===== src/verilog/fe_cfg_pkg.sv =====
// front end sizes for RV32I only; sram word must be exactly two instructions wide
package fe_cfg_pkg;

  // instruction and pc
  localparam int INST_WD      = 32;
  localparam int PC_WD        = 32;

  // decoded fields
  localparam int REG_IDX_WD   = 5;   // x0..x31
  localparam int IMM_WD       = 32;  // sign-extended immediate

  // instruction sram
  localparam int SRAM_ADDR_WD = 32;  // byte address
  localparam int SRAM_DATA_WD = 64;  // two instructions per read

endpackage


===== src/verilog/fe_types_pkg.sv =====
// bus layouts between fetch, decode and the outside; widths come from fe_cfg_pkg
package fe_types_pkg;

  // opcode class of one instruction
  typedef enum logic [3:0] {
    OP_ALU,
    OP_ALU_IMM,
    OP_LOAD,
    OP_STORE,
    OP_BRANCH,
    OP_JAL,
    OP_JALR,
    OP_LUI,
    OP_AUIPC,
    OP_SYSTEM,
    OP_ILLEGAL
  } op_class_e;

  // redirect from decode back to fetch
  typedef struct packed {
    logic                            taken;
    logic [fe_cfg_pkg::PC_WD-1:0]    target;
  } br_bus_t;

  // fetched instruction with its pc
  typedef struct packed {
    logic [fe_cfg_pkg::INST_WD-1:0]  inst;
    logic [fe_cfg_pkg::PC_WD-1:0]    pc;
  } fs_to_ds_t;

  // decoded instruction leaving the front end
  typedef struct packed {
    logic [fe_cfg_pkg::PC_WD-1:0]      pc;
    logic [fe_cfg_pkg::INST_WD-1:0]    inst;
    op_class_e                         op_class;
    logic [fe_cfg_pkg::REG_IDX_WD-1:0] rd;
    logic [fe_cfg_pkg::REG_IDX_WD-1:0] rs1;
    logic [fe_cfg_pkg::REG_IDX_WD-1:0] rs2;
    logic [fe_cfg_pkg::IMM_WD-1:0]     imm;
  } ds_out_t;

endpackage


===== src/verilog/pc_gen.sv =====
// PC_RESET_VAL must be word aligned; pc resets one word below it so the first load fetches it
`timescale 1ns/100ps

module pc_gen #(
  parameter logic [fe_cfg_pkg::PC_WD-1:0] PC_RESET_VAL = 32'h8000_0000
) (
  input  logic                                i_clk,
  input  logic                                i_rst_n,
  input  logic                                i_load,
  input  fe_types_pkg::br_bus_t               i_br,
  output logic [fe_cfg_pkg::PC_WD-1:0]        o_pc,
  output logic                                o_inst_sram_ren,
  output logic [fe_cfg_pkg::SRAM_ADDR_WD-1:0] o_inst_sram_addr
);

  logic [fe_cfg_pkg::PC_WD-1:0] pc_q;
  logic [fe_cfg_pkg::PC_WD-1:0] seq_pc;
  logic [fe_cfg_pkg::PC_WD-1:0] next_pc;
  logic [fe_cfg_pkg::PC_WD-1:0] addr_pc;

  assign seq_pc  = pc_q + fe_cfg_pkg::PC_WD'(4);
  assign next_pc = i_br.taken ? i_br.target : seq_pc;  // decode redirect wins

  // on hold the same word is read again, so rdata stays valid
  assign addr_pc = i_load ? next_pc : pc_q;

  always_ff @(posedge i_clk) begin
    if (!i_rst_n) begin
      pc_q <= PC_RESET_VAL - fe_cfg_pkg::PC_WD'(4);
    end else if (i_load) begin
      pc_q <= next_pc;
    end
  end

  assign o_pc             = pc_q;
  assign o_inst_sram_ren  = 1'b1;  // read every cycle, hold re-reads
  assign o_inst_sram_addr = addr_pc[fe_cfg_pkg::SRAM_ADDR_WD-1:0];

endmodule


===== src/verilog/if_stage.sv =====
// fetch finishes in one cycle; sram data is expected one cycle after the address
`timescale 1ns/100ps

module if_stage #(
  parameter logic [fe_cfg_pkg::PC_WD-1:0] PC_RESET_VAL = 32'h8000_0000
) (
  input  logic                                i_clk,
  input  logic                                i_rst_n,
  // allowin from decode
  input  logic                                i_ds_allowin,
  // redirect from decode
  input  fe_types_pkg::br_bus_t               i_br,
  // to decode
  output logic                                o_fs_valid,
  output fe_types_pkg::fs_to_ds_t             o_fs_to_ds,
  // instruction sram
  output logic                                o_inst_sram_ren,
  output logic [fe_cfg_pkg::SRAM_ADDR_WD-1:0] o_inst_sram_addr,
  input  logic [fe_cfg_pkg::SRAM_DATA_WD-1:0] i_inst_sram_rdata
);

  logic                           fs_valid;
  logic                           fs_allowin;
  logic                           fs_load;
  logic [fe_cfg_pkg::INST_WD-1:0] fs_inst;

  // empty stage, or the held entry leaves this cycle
  assign fs_allowin  = !fs_valid || i_ds_allowin;
  assign fs_load     = fs_allowin;  // pre-fetch always has a pc ready

  always_ff @(posedge i_clk) begin
    if (!i_rst_n) begin
      fs_valid <= 1'b0;
    end else if (fs_allowin) begin
      fs_valid <= 1'b1;
    end
  end

  pc_gen #(
    .PC_RESET_VAL     (PC_RESET_VAL)
  ) u_pc_gen (
    .i_clk            (i_clk),
    .i_rst_n          (i_rst_n),
    .i_load           (fs_load),
    .i_br             (i_br),
    .o_pc             (o_fs_to_ds.pc),
    .o_inst_sram_ren  (o_inst_sram_ren),
    .o_inst_sram_addr (o_inst_sram_addr)
  );

  // sram word is 64-bit aligned, pc[2] picks the half
  assign fs_inst = o_fs_to_ds.pc[2] ?
                   i_inst_sram_rdata[fe_cfg_pkg::SRAM_DATA_WD-1 -: fe_cfg_pkg::INST_WD] :
                   i_inst_sram_rdata[fe_cfg_pkg::INST_WD-1:0];

  assign o_fs_to_ds.inst = fs_inst;
  assign o_fs_valid      = fs_valid;

endmodule


===== src/verilog/inst_decode.sv =====
// RV32I base opcodes only, no compressed; unknown major opcodes decode as OP_ILLEGAL
`timescale 1ns/100ps

module inst_decode (
  input  logic [fe_cfg_pkg::INST_WD-1:0] i_inst,
  input  logic [fe_cfg_pkg::PC_WD-1:0]   i_pc,
  output fe_types_pkg::ds_out_t          o_dec
);

  // major opcode, bits [6:0]
  typedef enum logic [6:0] {
    MJ_LOAD   = 7'b000_0011,
    MJ_OP_IMM = 7'b001_0011,
    MJ_AUIPC  = 7'b001_0111,
    MJ_STORE  = 7'b010_0011,
    MJ_OP     = 7'b011_0011,
    MJ_LUI    = 7'b011_0111,
    MJ_BRANCH = 7'b110_0011,
    MJ_JALR   = 7'b110_0111,
    MJ_JAL    = 7'b110_1111,
    MJ_SYSTEM = 7'b111_0011
  } major_op_e;

  major_op_e                       opcode;
  fe_types_pkg::op_class_e         op_class;
  logic [fe_cfg_pkg::IMM_WD-1:0]   imm_i;
  logic [fe_cfg_pkg::IMM_WD-1:0]   imm_s;
  logic [fe_cfg_pkg::IMM_WD-1:0]   imm_b;
  logic [fe_cfg_pkg::IMM_WD-1:0]   imm_u;
  logic [fe_cfg_pkg::IMM_WD-1:0]   imm_j;
  logic [fe_cfg_pkg::IMM_WD-1:0]   imm;

  assign opcode = major_op_e'(i_inst[6:0]);

  always_comb begin
    case (opcode)
      MJ_OP:     op_class = fe_types_pkg::OP_ALU;
      MJ_OP_IMM: op_class = fe_types_pkg::OP_ALU_IMM;
      MJ_LOAD:   op_class = fe_types_pkg::OP_LOAD;
      MJ_STORE:  op_class = fe_types_pkg::OP_STORE;
      MJ_BRANCH: op_class = fe_types_pkg::OP_BRANCH;
      MJ_JAL:    op_class = fe_types_pkg::OP_JAL;
      MJ_JALR:   op_class = fe_types_pkg::OP_JALR;
      MJ_LUI:    op_class = fe_types_pkg::OP_LUI;
      MJ_AUIPC:  op_class = fe_types_pkg::OP_AUIPC;
      MJ_SYSTEM: op_class = fe_types_pkg::OP_SYSTEM;
      default:   op_class = fe_types_pkg::OP_ILLEGAL;
    endcase
  end

  // immediate formats, all sign-extended from bit 31
  assign imm_i = {{20{i_inst[31]}}, i_inst[31:20]};
  assign imm_s = {{20{i_inst[31]}}, i_inst[31:25], i_inst[11:7]};
  assign imm_b = {{19{i_inst[31]}}, i_inst[31], i_inst[7], i_inst[30:25], i_inst[11:8], 1'b0};
  assign imm_u = {i_inst[31:12], 12'b0};
  assign imm_j = {{11{i_inst[31]}}, i_inst[31], i_inst[19:12], i_inst[20], i_inst[30:21], 1'b0};

  always_comb begin
    case (op_class)
      fe_types_pkg::OP_ALU_IMM,
      fe_types_pkg::OP_LOAD,
      fe_types_pkg::OP_JALR,
      fe_types_pkg::OP_SYSTEM: imm = imm_i;
      fe_types_pkg::OP_STORE:  imm = imm_s;
      fe_types_pkg::OP_BRANCH: imm = imm_b;
      fe_types_pkg::OP_LUI,
      fe_types_pkg::OP_AUIPC:  imm = imm_u;
      fe_types_pkg::OP_JAL:    imm = imm_j;
      default:                 imm = '0;  // R-type and illegal
    endcase
  end

  assign o_dec.pc       = i_pc;
  assign o_dec.inst     = i_inst;
  assign o_dec.op_class = op_class;
  assign o_dec.rd       = i_inst[11:7];
  assign o_dec.rs1      = i_inst[19:15];
  assign o_dec.rs2      = i_inst[24:20];
  assign o_dec.imm      = imm;

endmodule


===== src/verilog/id_stage.sv =====
// only JAL redirects here; the entry arriving with a taken redirect is dropped, one bubble per JAL
`timescale 1ns/100ps

module id_stage (
  input  logic                    i_clk,
  input  logic                    i_rst_n,
  // from fetch
  input  logic                    i_fs_valid,
  input  fe_types_pkg::fs_to_ds_t i_fs_to_ds,
  output logic                    o_ds_allowin,
  // redirect to fetch
  output fe_types_pkg::br_bus_t   o_br,
  // to the outside
  input  logic                    i_out_allowin,
  output logic                    o_out_valid,
  output fe_types_pkg::ds_out_t   o_out
);

  logic                    ds_valid;
  logic                    ds_allowin;
  logic                    ds_leave;
  logic                    br_taken;
  logic                    is_jal;
  fe_types_pkg::fs_to_ds_t ds_q;
  fe_types_pkg::ds_out_t   dec;

  assign ds_allowin  = !ds_valid || i_out_allowin;
  assign ds_leave    = ds_valid && i_out_allowin;

  always_ff @(posedge i_clk) begin
    if (!i_rst_n) begin
      ds_valid <= 1'b0;
    end else if (ds_allowin) begin
      ds_valid <= i_fs_valid && !br_taken;  // kill the wrong-path slot
    end
  end

  // payload, no reset
  always_ff @(posedge i_clk) begin
    if (i_fs_valid && ds_allowin) begin
      ds_q <= i_fs_to_ds;
    end
  end

  inst_decode u_inst_decode (
    .i_inst (ds_q.inst),
    .i_pc   (ds_q.pc),
    .o_dec  (dec)
  );

  assign is_jal   = dec.op_class == fe_types_pkg::OP_JAL;
  assign br_taken = ds_leave && is_jal;  // redirect only as the JAL leaves

  assign o_br.taken  = br_taken;
  assign o_br.target = dec.pc + dec.imm[fe_cfg_pkg::PC_WD-1:0];

  assign o_ds_allowin = ds_allowin;
  assign o_out_valid  = ds_valid;
  assign o_out        = dec;

endmodule


===== src/verilog/frontend_top.sv =====
// fetch and decode only; expects a synchronous 64-bit sram with one cycle read latency
`timescale 1ns/100ps

module frontend_top #(
  parameter logic [fe_cfg_pkg::PC_WD-1:0] PC_RESET_VAL = 32'h8000_0000
) (
  input  logic                                i_clk,
  input  logic                                i_rst_n,
  // decoded output
  input  logic                                i_out_allowin,
  output logic                                o_out_valid,
  output fe_types_pkg::ds_out_t               o_out,
  // instruction sram
  output logic                                o_inst_sram_ren,
  output logic [fe_cfg_pkg::SRAM_ADDR_WD-1:0] o_inst_sram_addr,
  input  logic [fe_cfg_pkg::SRAM_DATA_WD-1:0] i_inst_sram_rdata
);

  logic                    fs_valid;
  logic                    ds_allowin;
  fe_types_pkg::fs_to_ds_t fs_to_ds;
  fe_types_pkg::br_bus_t   br;

  if_stage #(
    .PC_RESET_VAL      (PC_RESET_VAL)
  ) u_if_stage (
    .i_clk             (i_clk),
    .i_rst_n           (i_rst_n),
    .i_ds_allowin      (ds_allowin),
    .i_br              (br),
    .o_fs_valid        (fs_valid),
    .o_fs_to_ds        (fs_to_ds),
    .o_inst_sram_ren   (o_inst_sram_ren),
    .o_inst_sram_addr  (o_inst_sram_addr),
    .i_inst_sram_rdata (i_inst_sram_rdata)
  );

  id_stage u_id_stage (
    .i_clk         (i_clk),
    .i_rst_n       (i_rst_n),
    .i_fs_valid    (fs_valid),
    .i_fs_to_ds    (fs_to_ds),
    .o_ds_allowin  (ds_allowin),
    .o_br          (br),
    .i_out_allowin (i_out_allowin),
    .o_out_valid   (o_out_valid),
    .o_out         (o_out)
  );

endmodule


===== config.mk =====
export PLATFORM = sky130hd
export DESIGN_NAME = frontend_top
export DESIGN_NICKNAME = d
export VERILOG_FILES = /design/src/verilog/fe_cfg_pkg.sv /design/src/verilog/fe_types_pkg.sv /design/src/verilog/pc_gen.sv /design/src/verilog/if_stage.sv /design/src/verilog/inst_decode.sv /design/src/verilog/id_stage.sv /design/src/verilog/frontend_top.sv
export SDC_FILE = /design/constraint.sdc
export NUM_CORES = 1
export LEC_CHECK = 0
export ABC_CLOCK_PERIOD_IN_PS = 4200
export BUFFER_PORTS_ARGS = -buffer_cell sky130_fd_sc_hd__buf_2
export CORE_ASPECT_RATIO = 1.1
export CORE_UTILIZATION = 45
export CTS_CLUSTER_SIZE = 10
export DETAILED_ROUTE_END_ITERATION = 16
export PLACE_DENSITY = 0.75
export SETUP_SLACK_MARGIN = 0.3
export SYNTH_ARGS = -nofsm -noshare
export SYNTH_HDL_FRONTEND = slang
export SYNTH_SLANG_ARGS = --single-unit

===== constraint.sdc =====
create_clock -name i_clk -period 4.2 [get_ports i_clk]
set_clock_uncertainty 0.1 [all_clocks]
set_input_delay 0.42 -clock i_clk [delete_from_list [all_inputs] [get_ports i_clk]]
set_output_delay 0.42 -clock i_clk [all_outputs]
set_load 0.005 [all_outputs]

After elaboration in Yosys (flattened, before gate mapping):

Index checks and enable logic that the tools add are counted.
Widths: inputs -> output; s select.

* add/subtract/negate cells: 2
* equal/unequal tests: 19
* muxes and demuxes: 5
* reductions and logical operators: 11

Operator list (count)
* $pmux 32 s5: 1
* $mux 32: 3
* $pmux 4 s10: 1
* $add 32x3->32 const B: 1
* $add 32x32->32: 1
* $eq 7x7->1 const B: 4
* $eq 7x6->1 const B: 3
* $eq 4x3->1 const B: 4
* $eq 7x5->1 const B: 2
* $eq 4x2->1 const B: 2
* $eq 4x4->1 const B: 2
* $eq 7x2->1 const B: 1
* $eq 4x1->1 const B: 1
* $logic_and 1x1->1: 4
* $reduce_or 4->1: 1
* $logic_not 1->1: 3
* $logic_or 1x1->1: 2
* $reduce_or 2->1: 1

* bits of input ports: 67
* bits in registers: 98
* output and inout port bits: 149

Depth between registers and ports, before layout:

* depth in word-level cells: 8
* depth in mapped cells: 18
* depth with buffers taken out: 16

Modules after synthesis:

From an unflattened synthesis, not the netlist that was laid out.

* cell total of the unflattened synthesis: 836
* area, all modules: 7877.6 um^2

By module, submodules not included
* id_stage: cells each 312, area each 3736.1 um^2, times used 1
* pc_gen: cells each 305, area each 2279.7 um^2, times used 1
* inst_decode: cells each 180, area each 1287.5 um^2, times used 1
* if_stage: cells each 39, area each 574.3 um^2, times used 1

Least setup slack after synthesis:

Ideal clock, no wire load.

* path type: register to output
* start: register u_id_stage.ds_q[38] (netlist bit)
* end: output port o_inst_sram_addr[31] (netlist bit)
* setup slack: -0.060 ns
* cell stages (with the launch flop): 17
* arrival time: 3.740 ns
* buffers on the path: 1
* required time: 3.680 ns
* path through: edfxtp_1 buf_2 or2_2 a21oi_1 a21oi_1 nor2_1 nor2_1 nor2b_1 ha_1 a21oi_1 o22ai_1 or2_2 o31a_4 a31oi_4 a31oi_2 mux2i_1 or4_1

RTL lines
* start: declaration: line id_stage.sv:24 `fe_types_pkg::fs_to_ds_t ds_q;`
* start signal: assignment: line id_stage.sv:41 `ds_q <= i_fs_to_ds;`
* end: declaration: line frontend_top.sv:15 `output logic [fe_cfg_pkg::SRAM_ADDR_WD-1:0] o_inst_sram_addr,`

Worst setup path after layout:

* start: register u_id_stage.ds_q[38] (netlist bit)
* end: output port o_inst_sram_addr[31] (netlist bit)

* word-level cells in the longest chain between the ends: 8

Ends and longest elaborated chain
* $eq 7x7->1, or another cell as far along: line inst_decode.sv:36 `case (opcode)`
* $pmux 4 s10 *: line inst_decode.sv:36
* $eq 4x1->1, or another cell as far along: line inst_decode.sv:59 `case (op_class)`
* $reduce_or 4->1 / $reduce_or 2->1 (equally long branches): line inst_decode.sv:59
* $pmux 32 s5: line inst_decode.sv:59
* $add 32x32->32: line id_stage.sv:55 `assign o_br.target = dec.pc + dec.imm[fe_cfg_pkg::PC_WD-1:0];`
* $mux 32 *: line pc_gen.sv:22 `assign next_pc = i_br.taken ? i_br.target : seq_pc;`
* $mux 32 *

Mark *: on every way between the ends. The rest lies on a longest branch, timed or not.

==> impl_metrics.py <==
metrics = {
    "critical_path": {
        "endpoint": "o_inst_sram_addr[31]",
        "path_class": "flip-flop to primary output",
        "path_max_fanout": 4,
        "worstReg2RegStart": "u_id_stage.ds_q[38]$_DFFE_PP_",
        "startpoint": "u_id_stage.ds_q[38]$_DFFE_PP_",
        "crit_arrival_ps": 3980,
        "start_kind": "flip-flop",
        "crit_required_ps": 3680,
        "r2r_slack_ps": 370,
        "rr_worst_depth": 19,
        "endpoint_kind": "primary output",
        "r2r_end": "u_if_stage.u_pc_gen.o_pc[31]$_SDFF_PN0_",
    },
    "route": {
        "wl_per_cell_um": 19.2,
        "viasPerCell": 5.78,
        "ant_nets": 0,
        "dr.pass1.iters": 6,
        "drc": 0,
        "totalWireLength_mm": 23.2,
        "vias": 7009,
        "drt-initial-drc-count": 558,
    },
    "synth": {
        "ys_ff_latch": 98,
        "synth_cells": 731,
        "yosysTopAreaCellShare": 0.285,
        "synthMostInstantiatedCell": "a21oi_1",
        "synth_edf_count": 64,
        "netlist_area_mm2": 0.00674,
        "synthTopCellsByCount": "a21oi_1 (66), edfxtp_1 (64), nand2_1 (63)",
        "syn_nets": 831,
        "yosys_warnings": 0,
        "async_flop_share": 0,
        "synthDistinctLibCells": 79,
        "ys.flop_type": "edfxtp_1",
        "postSynthAreaPerCell_um2": 9.22,
        "seq_area_frac_synth": 0.386,
        "synth_top_cell_by_area": "edfxtp_1",
        "post_synth_main_area_contributors": "edfxtp_1 (29%), dfxtp_1 (10%), ha_1 (5.9%), mux2_2 (5.5%), a21oi_1 (4.9%)",
    },
    "sta": {
        "hold_viol_final": 0,
        "fmax_mhz": 222,
        "final.period_utilization": 1.07,
        "rsz0062_at_grt": "yes",
        "relSlewSlack": 0.393,
        "setup_viol": 20,
        "fin_tns_setup_ps": -3760,
        "tightestPinTransition_ps": 911,
        "layout_setup_ws_ps": -304,
        "min_period_ps": 4500,
        "timing.final.max_slew_violations": 0,
    },
    "power_and_ir_drop": {
        "ir_drop_v": 0.000234,
        "finalPower_mw": 3.92,
        "powerDensity_mw_per_mm2": 402,
        "leakagePower_nw": 4.37,
    },
    "clocking": {
        "cts_sinks": 98,
        "clock_path_buffers": 2,
        "cts_tree": "built",
        "clk_latency_ps": 360,
        "ctsHoldBuffers": 0,
        "clkTransAtPathRegs_ps": 70,
        "cts_max_level": 3,
        "cts_made_buffers": 9,
        "cts_root_buf": "clkbuf_16",
    },
    "layout": {
        "stdcell_count": 1212,
        "area_delta_synth_final_pct": 44.8,
        "drive_gt1_frac": 0.493,
        "final_net_count": 1115,
        "final_area_mm2": 0.00976,
        "n_antenna_cell": 0,
    },
    "floorplanning": {
        "ios": 216,
        "die_h_um": 130,
        "start_util": 0.465,
        "rows": 46,
        "die_w_um": 119,
        "die-area_mm2": 0.0155,
        "core_mm2": 0.0145,
    },
    "placed_design": {
        "placed_cells": 1160,
        "placed_cell_area_mm2": 0.00857,
        "gp_congestion": 0.947,
        "place_hpwl_mm": 16.7,
        "pre_cts_slack_ps": -72.7,
        "port_buffers": 214,
    },
    "run_status": {
        "outcome": "complete, but fails checks",
        "violations": "negative setup slack",
    },
    "worst_hold_path": {
        "min_path_type": "input port to flip-flop",
    },
    "global_route": {
        "grt_max_degree": 65,
        "grt_remaining_overflow": 0,
        "track_usage": 0.289,
        "grt_pass1_vias": 6538,
        "grt_antenna_before_repair": 0,
        "grt_first_pass_wirelength_mm": 34.4,
    },
    "run": {
        "drv_cap": 0,
    },
}
-- report_power, final --
part / total, mW / switching [mW] / internal (mW)
combinational: 1.60 / 0.850 / 0.755
clock: 0.978 / 0.390 / 0.588
sequential: 1.34 / 0.153 / 1.19
-- sequential cells by signal (all words and copies together), names as in the netlist --
name                      cells
u_id_stage.ds_q              64
u_if_stage.u_pc_gen.o_pc     32
u_if_stage.o_fs_valid         1
u_id_stage.o_out_valid        1
-- layout by cell type (no fill, tap or decap), types with 7 or more instances in the layout --
master and instances:
inv_1 14, and3_1 9, xnor2_1 10, nand2b_1 14, o211ai_1 7, o21ai_2 11, nor3_1 16, nor2b_1 7
dfxtp_1 33, o21ai_0 32, ha_1 16, ha_4 12, buf_6 8, o21ai_1 10, buf_2 214, nand3_1 23
buf_4 96, a21oi_2 21, a21oi_1 43, clkbuf_16 9, nand2_1 62, or3_1 9, nor2_1 42, edfxtp_1 64
mux2_2 33, a21o_1 36
-- worst min-delay path by stage --
stage / from / to / slack [ps] / depth (start not counted)
after floorplan: u_if_stage.u_pc_gen.o_pc[0]$_SDFF_PN0_ / u_id_stage.ds_q[0]$_DFFE_PP_ / 310 / 0
after global placement: u_if_stage.u_pc_gen.o_pc[1]$_SDFF_PN0_ / u_id_stage.ds_q[1]$_DFFE_PP_ / 310 / 0
after detailed placement: u_if_stage.u_pc_gen.o_pc[0]$_SDFF_PN0_ / u_id_stage.ds_q[0]$_DFFE_PP_ / 330 / 0
after CTS: i_inst_sram_rdata[62] / u_id_stage.ds_q[62]$_DFFE_PP_ / 250 / 2
after global routing: i_inst_sram_rdata[30] / u_id_stage.ds_q[62]$_DFFE_PP_ / 250 / 2
final: i_inst_sram_rdata[8] / u_id_stage.ds_q[40]$_DFFE_PP_ / 260 / 2
-- routing by layer --
metal,share of wire,track usage,routed length [µm]
met1,0.40,0.356,9390
met4,0.036,0.133,830
met5,0,0,0
met2,0.49,0.493,11400
met3,0.068,0.0559,1570
-- logic make-up (layout without fill, tap and decap cells) --
logic type	count (synthesis)	count (layout)	synth area share
simple gates	244	244	0.185
compound gates	234	234	0.230
flops	98	98	0.386
buf+inv	64	353	0.0488
mux	40	40	0.0655
fa+ha+maj	33	33	0.0624
xor+xnor	17	17	0.0221
other cells	1	1	0.000556
-- metrics by stage --
| stage | hold WS, ps | util |
|---|---|---|
| after floorplan | 308 | - |
| after global placement | 310 | 0.591 |
| after detailed placement | 326 | 0.591 |
| after CTS | 250 | 0.653 |
| after global routing | 245 | 0.673 |
| final | 261 | 0.673 |
-- critical path, cell delays in order (launching register included) --
cell      delay (ps)
edfxtp_1         420
buf_4            160
nor2b_4          120
and3_4           200
a21oi_4          130
nor2_4            60
buf_12           130
a22oi_2          150
inv_2             80
ha_4             230
a211oi_4         260
o21ai_2          120
o2111a_2         270
o31a_4           300
a31oi_4          190
a31oi_4          110
mux2i_1          140
or4_1            410
buf_2            140
-- cell type report --
type,instances,area [µm²]
Clock buffer,9,225
Clock inverter,7,124
Fill cell,1200,4740
Inverter,17,63.8
Multi-Input combinational cell,569,4580
Sequential cell,98,2600
Tap cell,192,240
Timing Repair Buffer,320,1920
-- what timing repair did --
item | CTS | global route
endpoints found under the setup margin | 26 | 36
resized for setup | 84 | 41
pin swaps | 60 | 43
setup buffers | 26 | 10
Power figures use the tool's default switching activity.
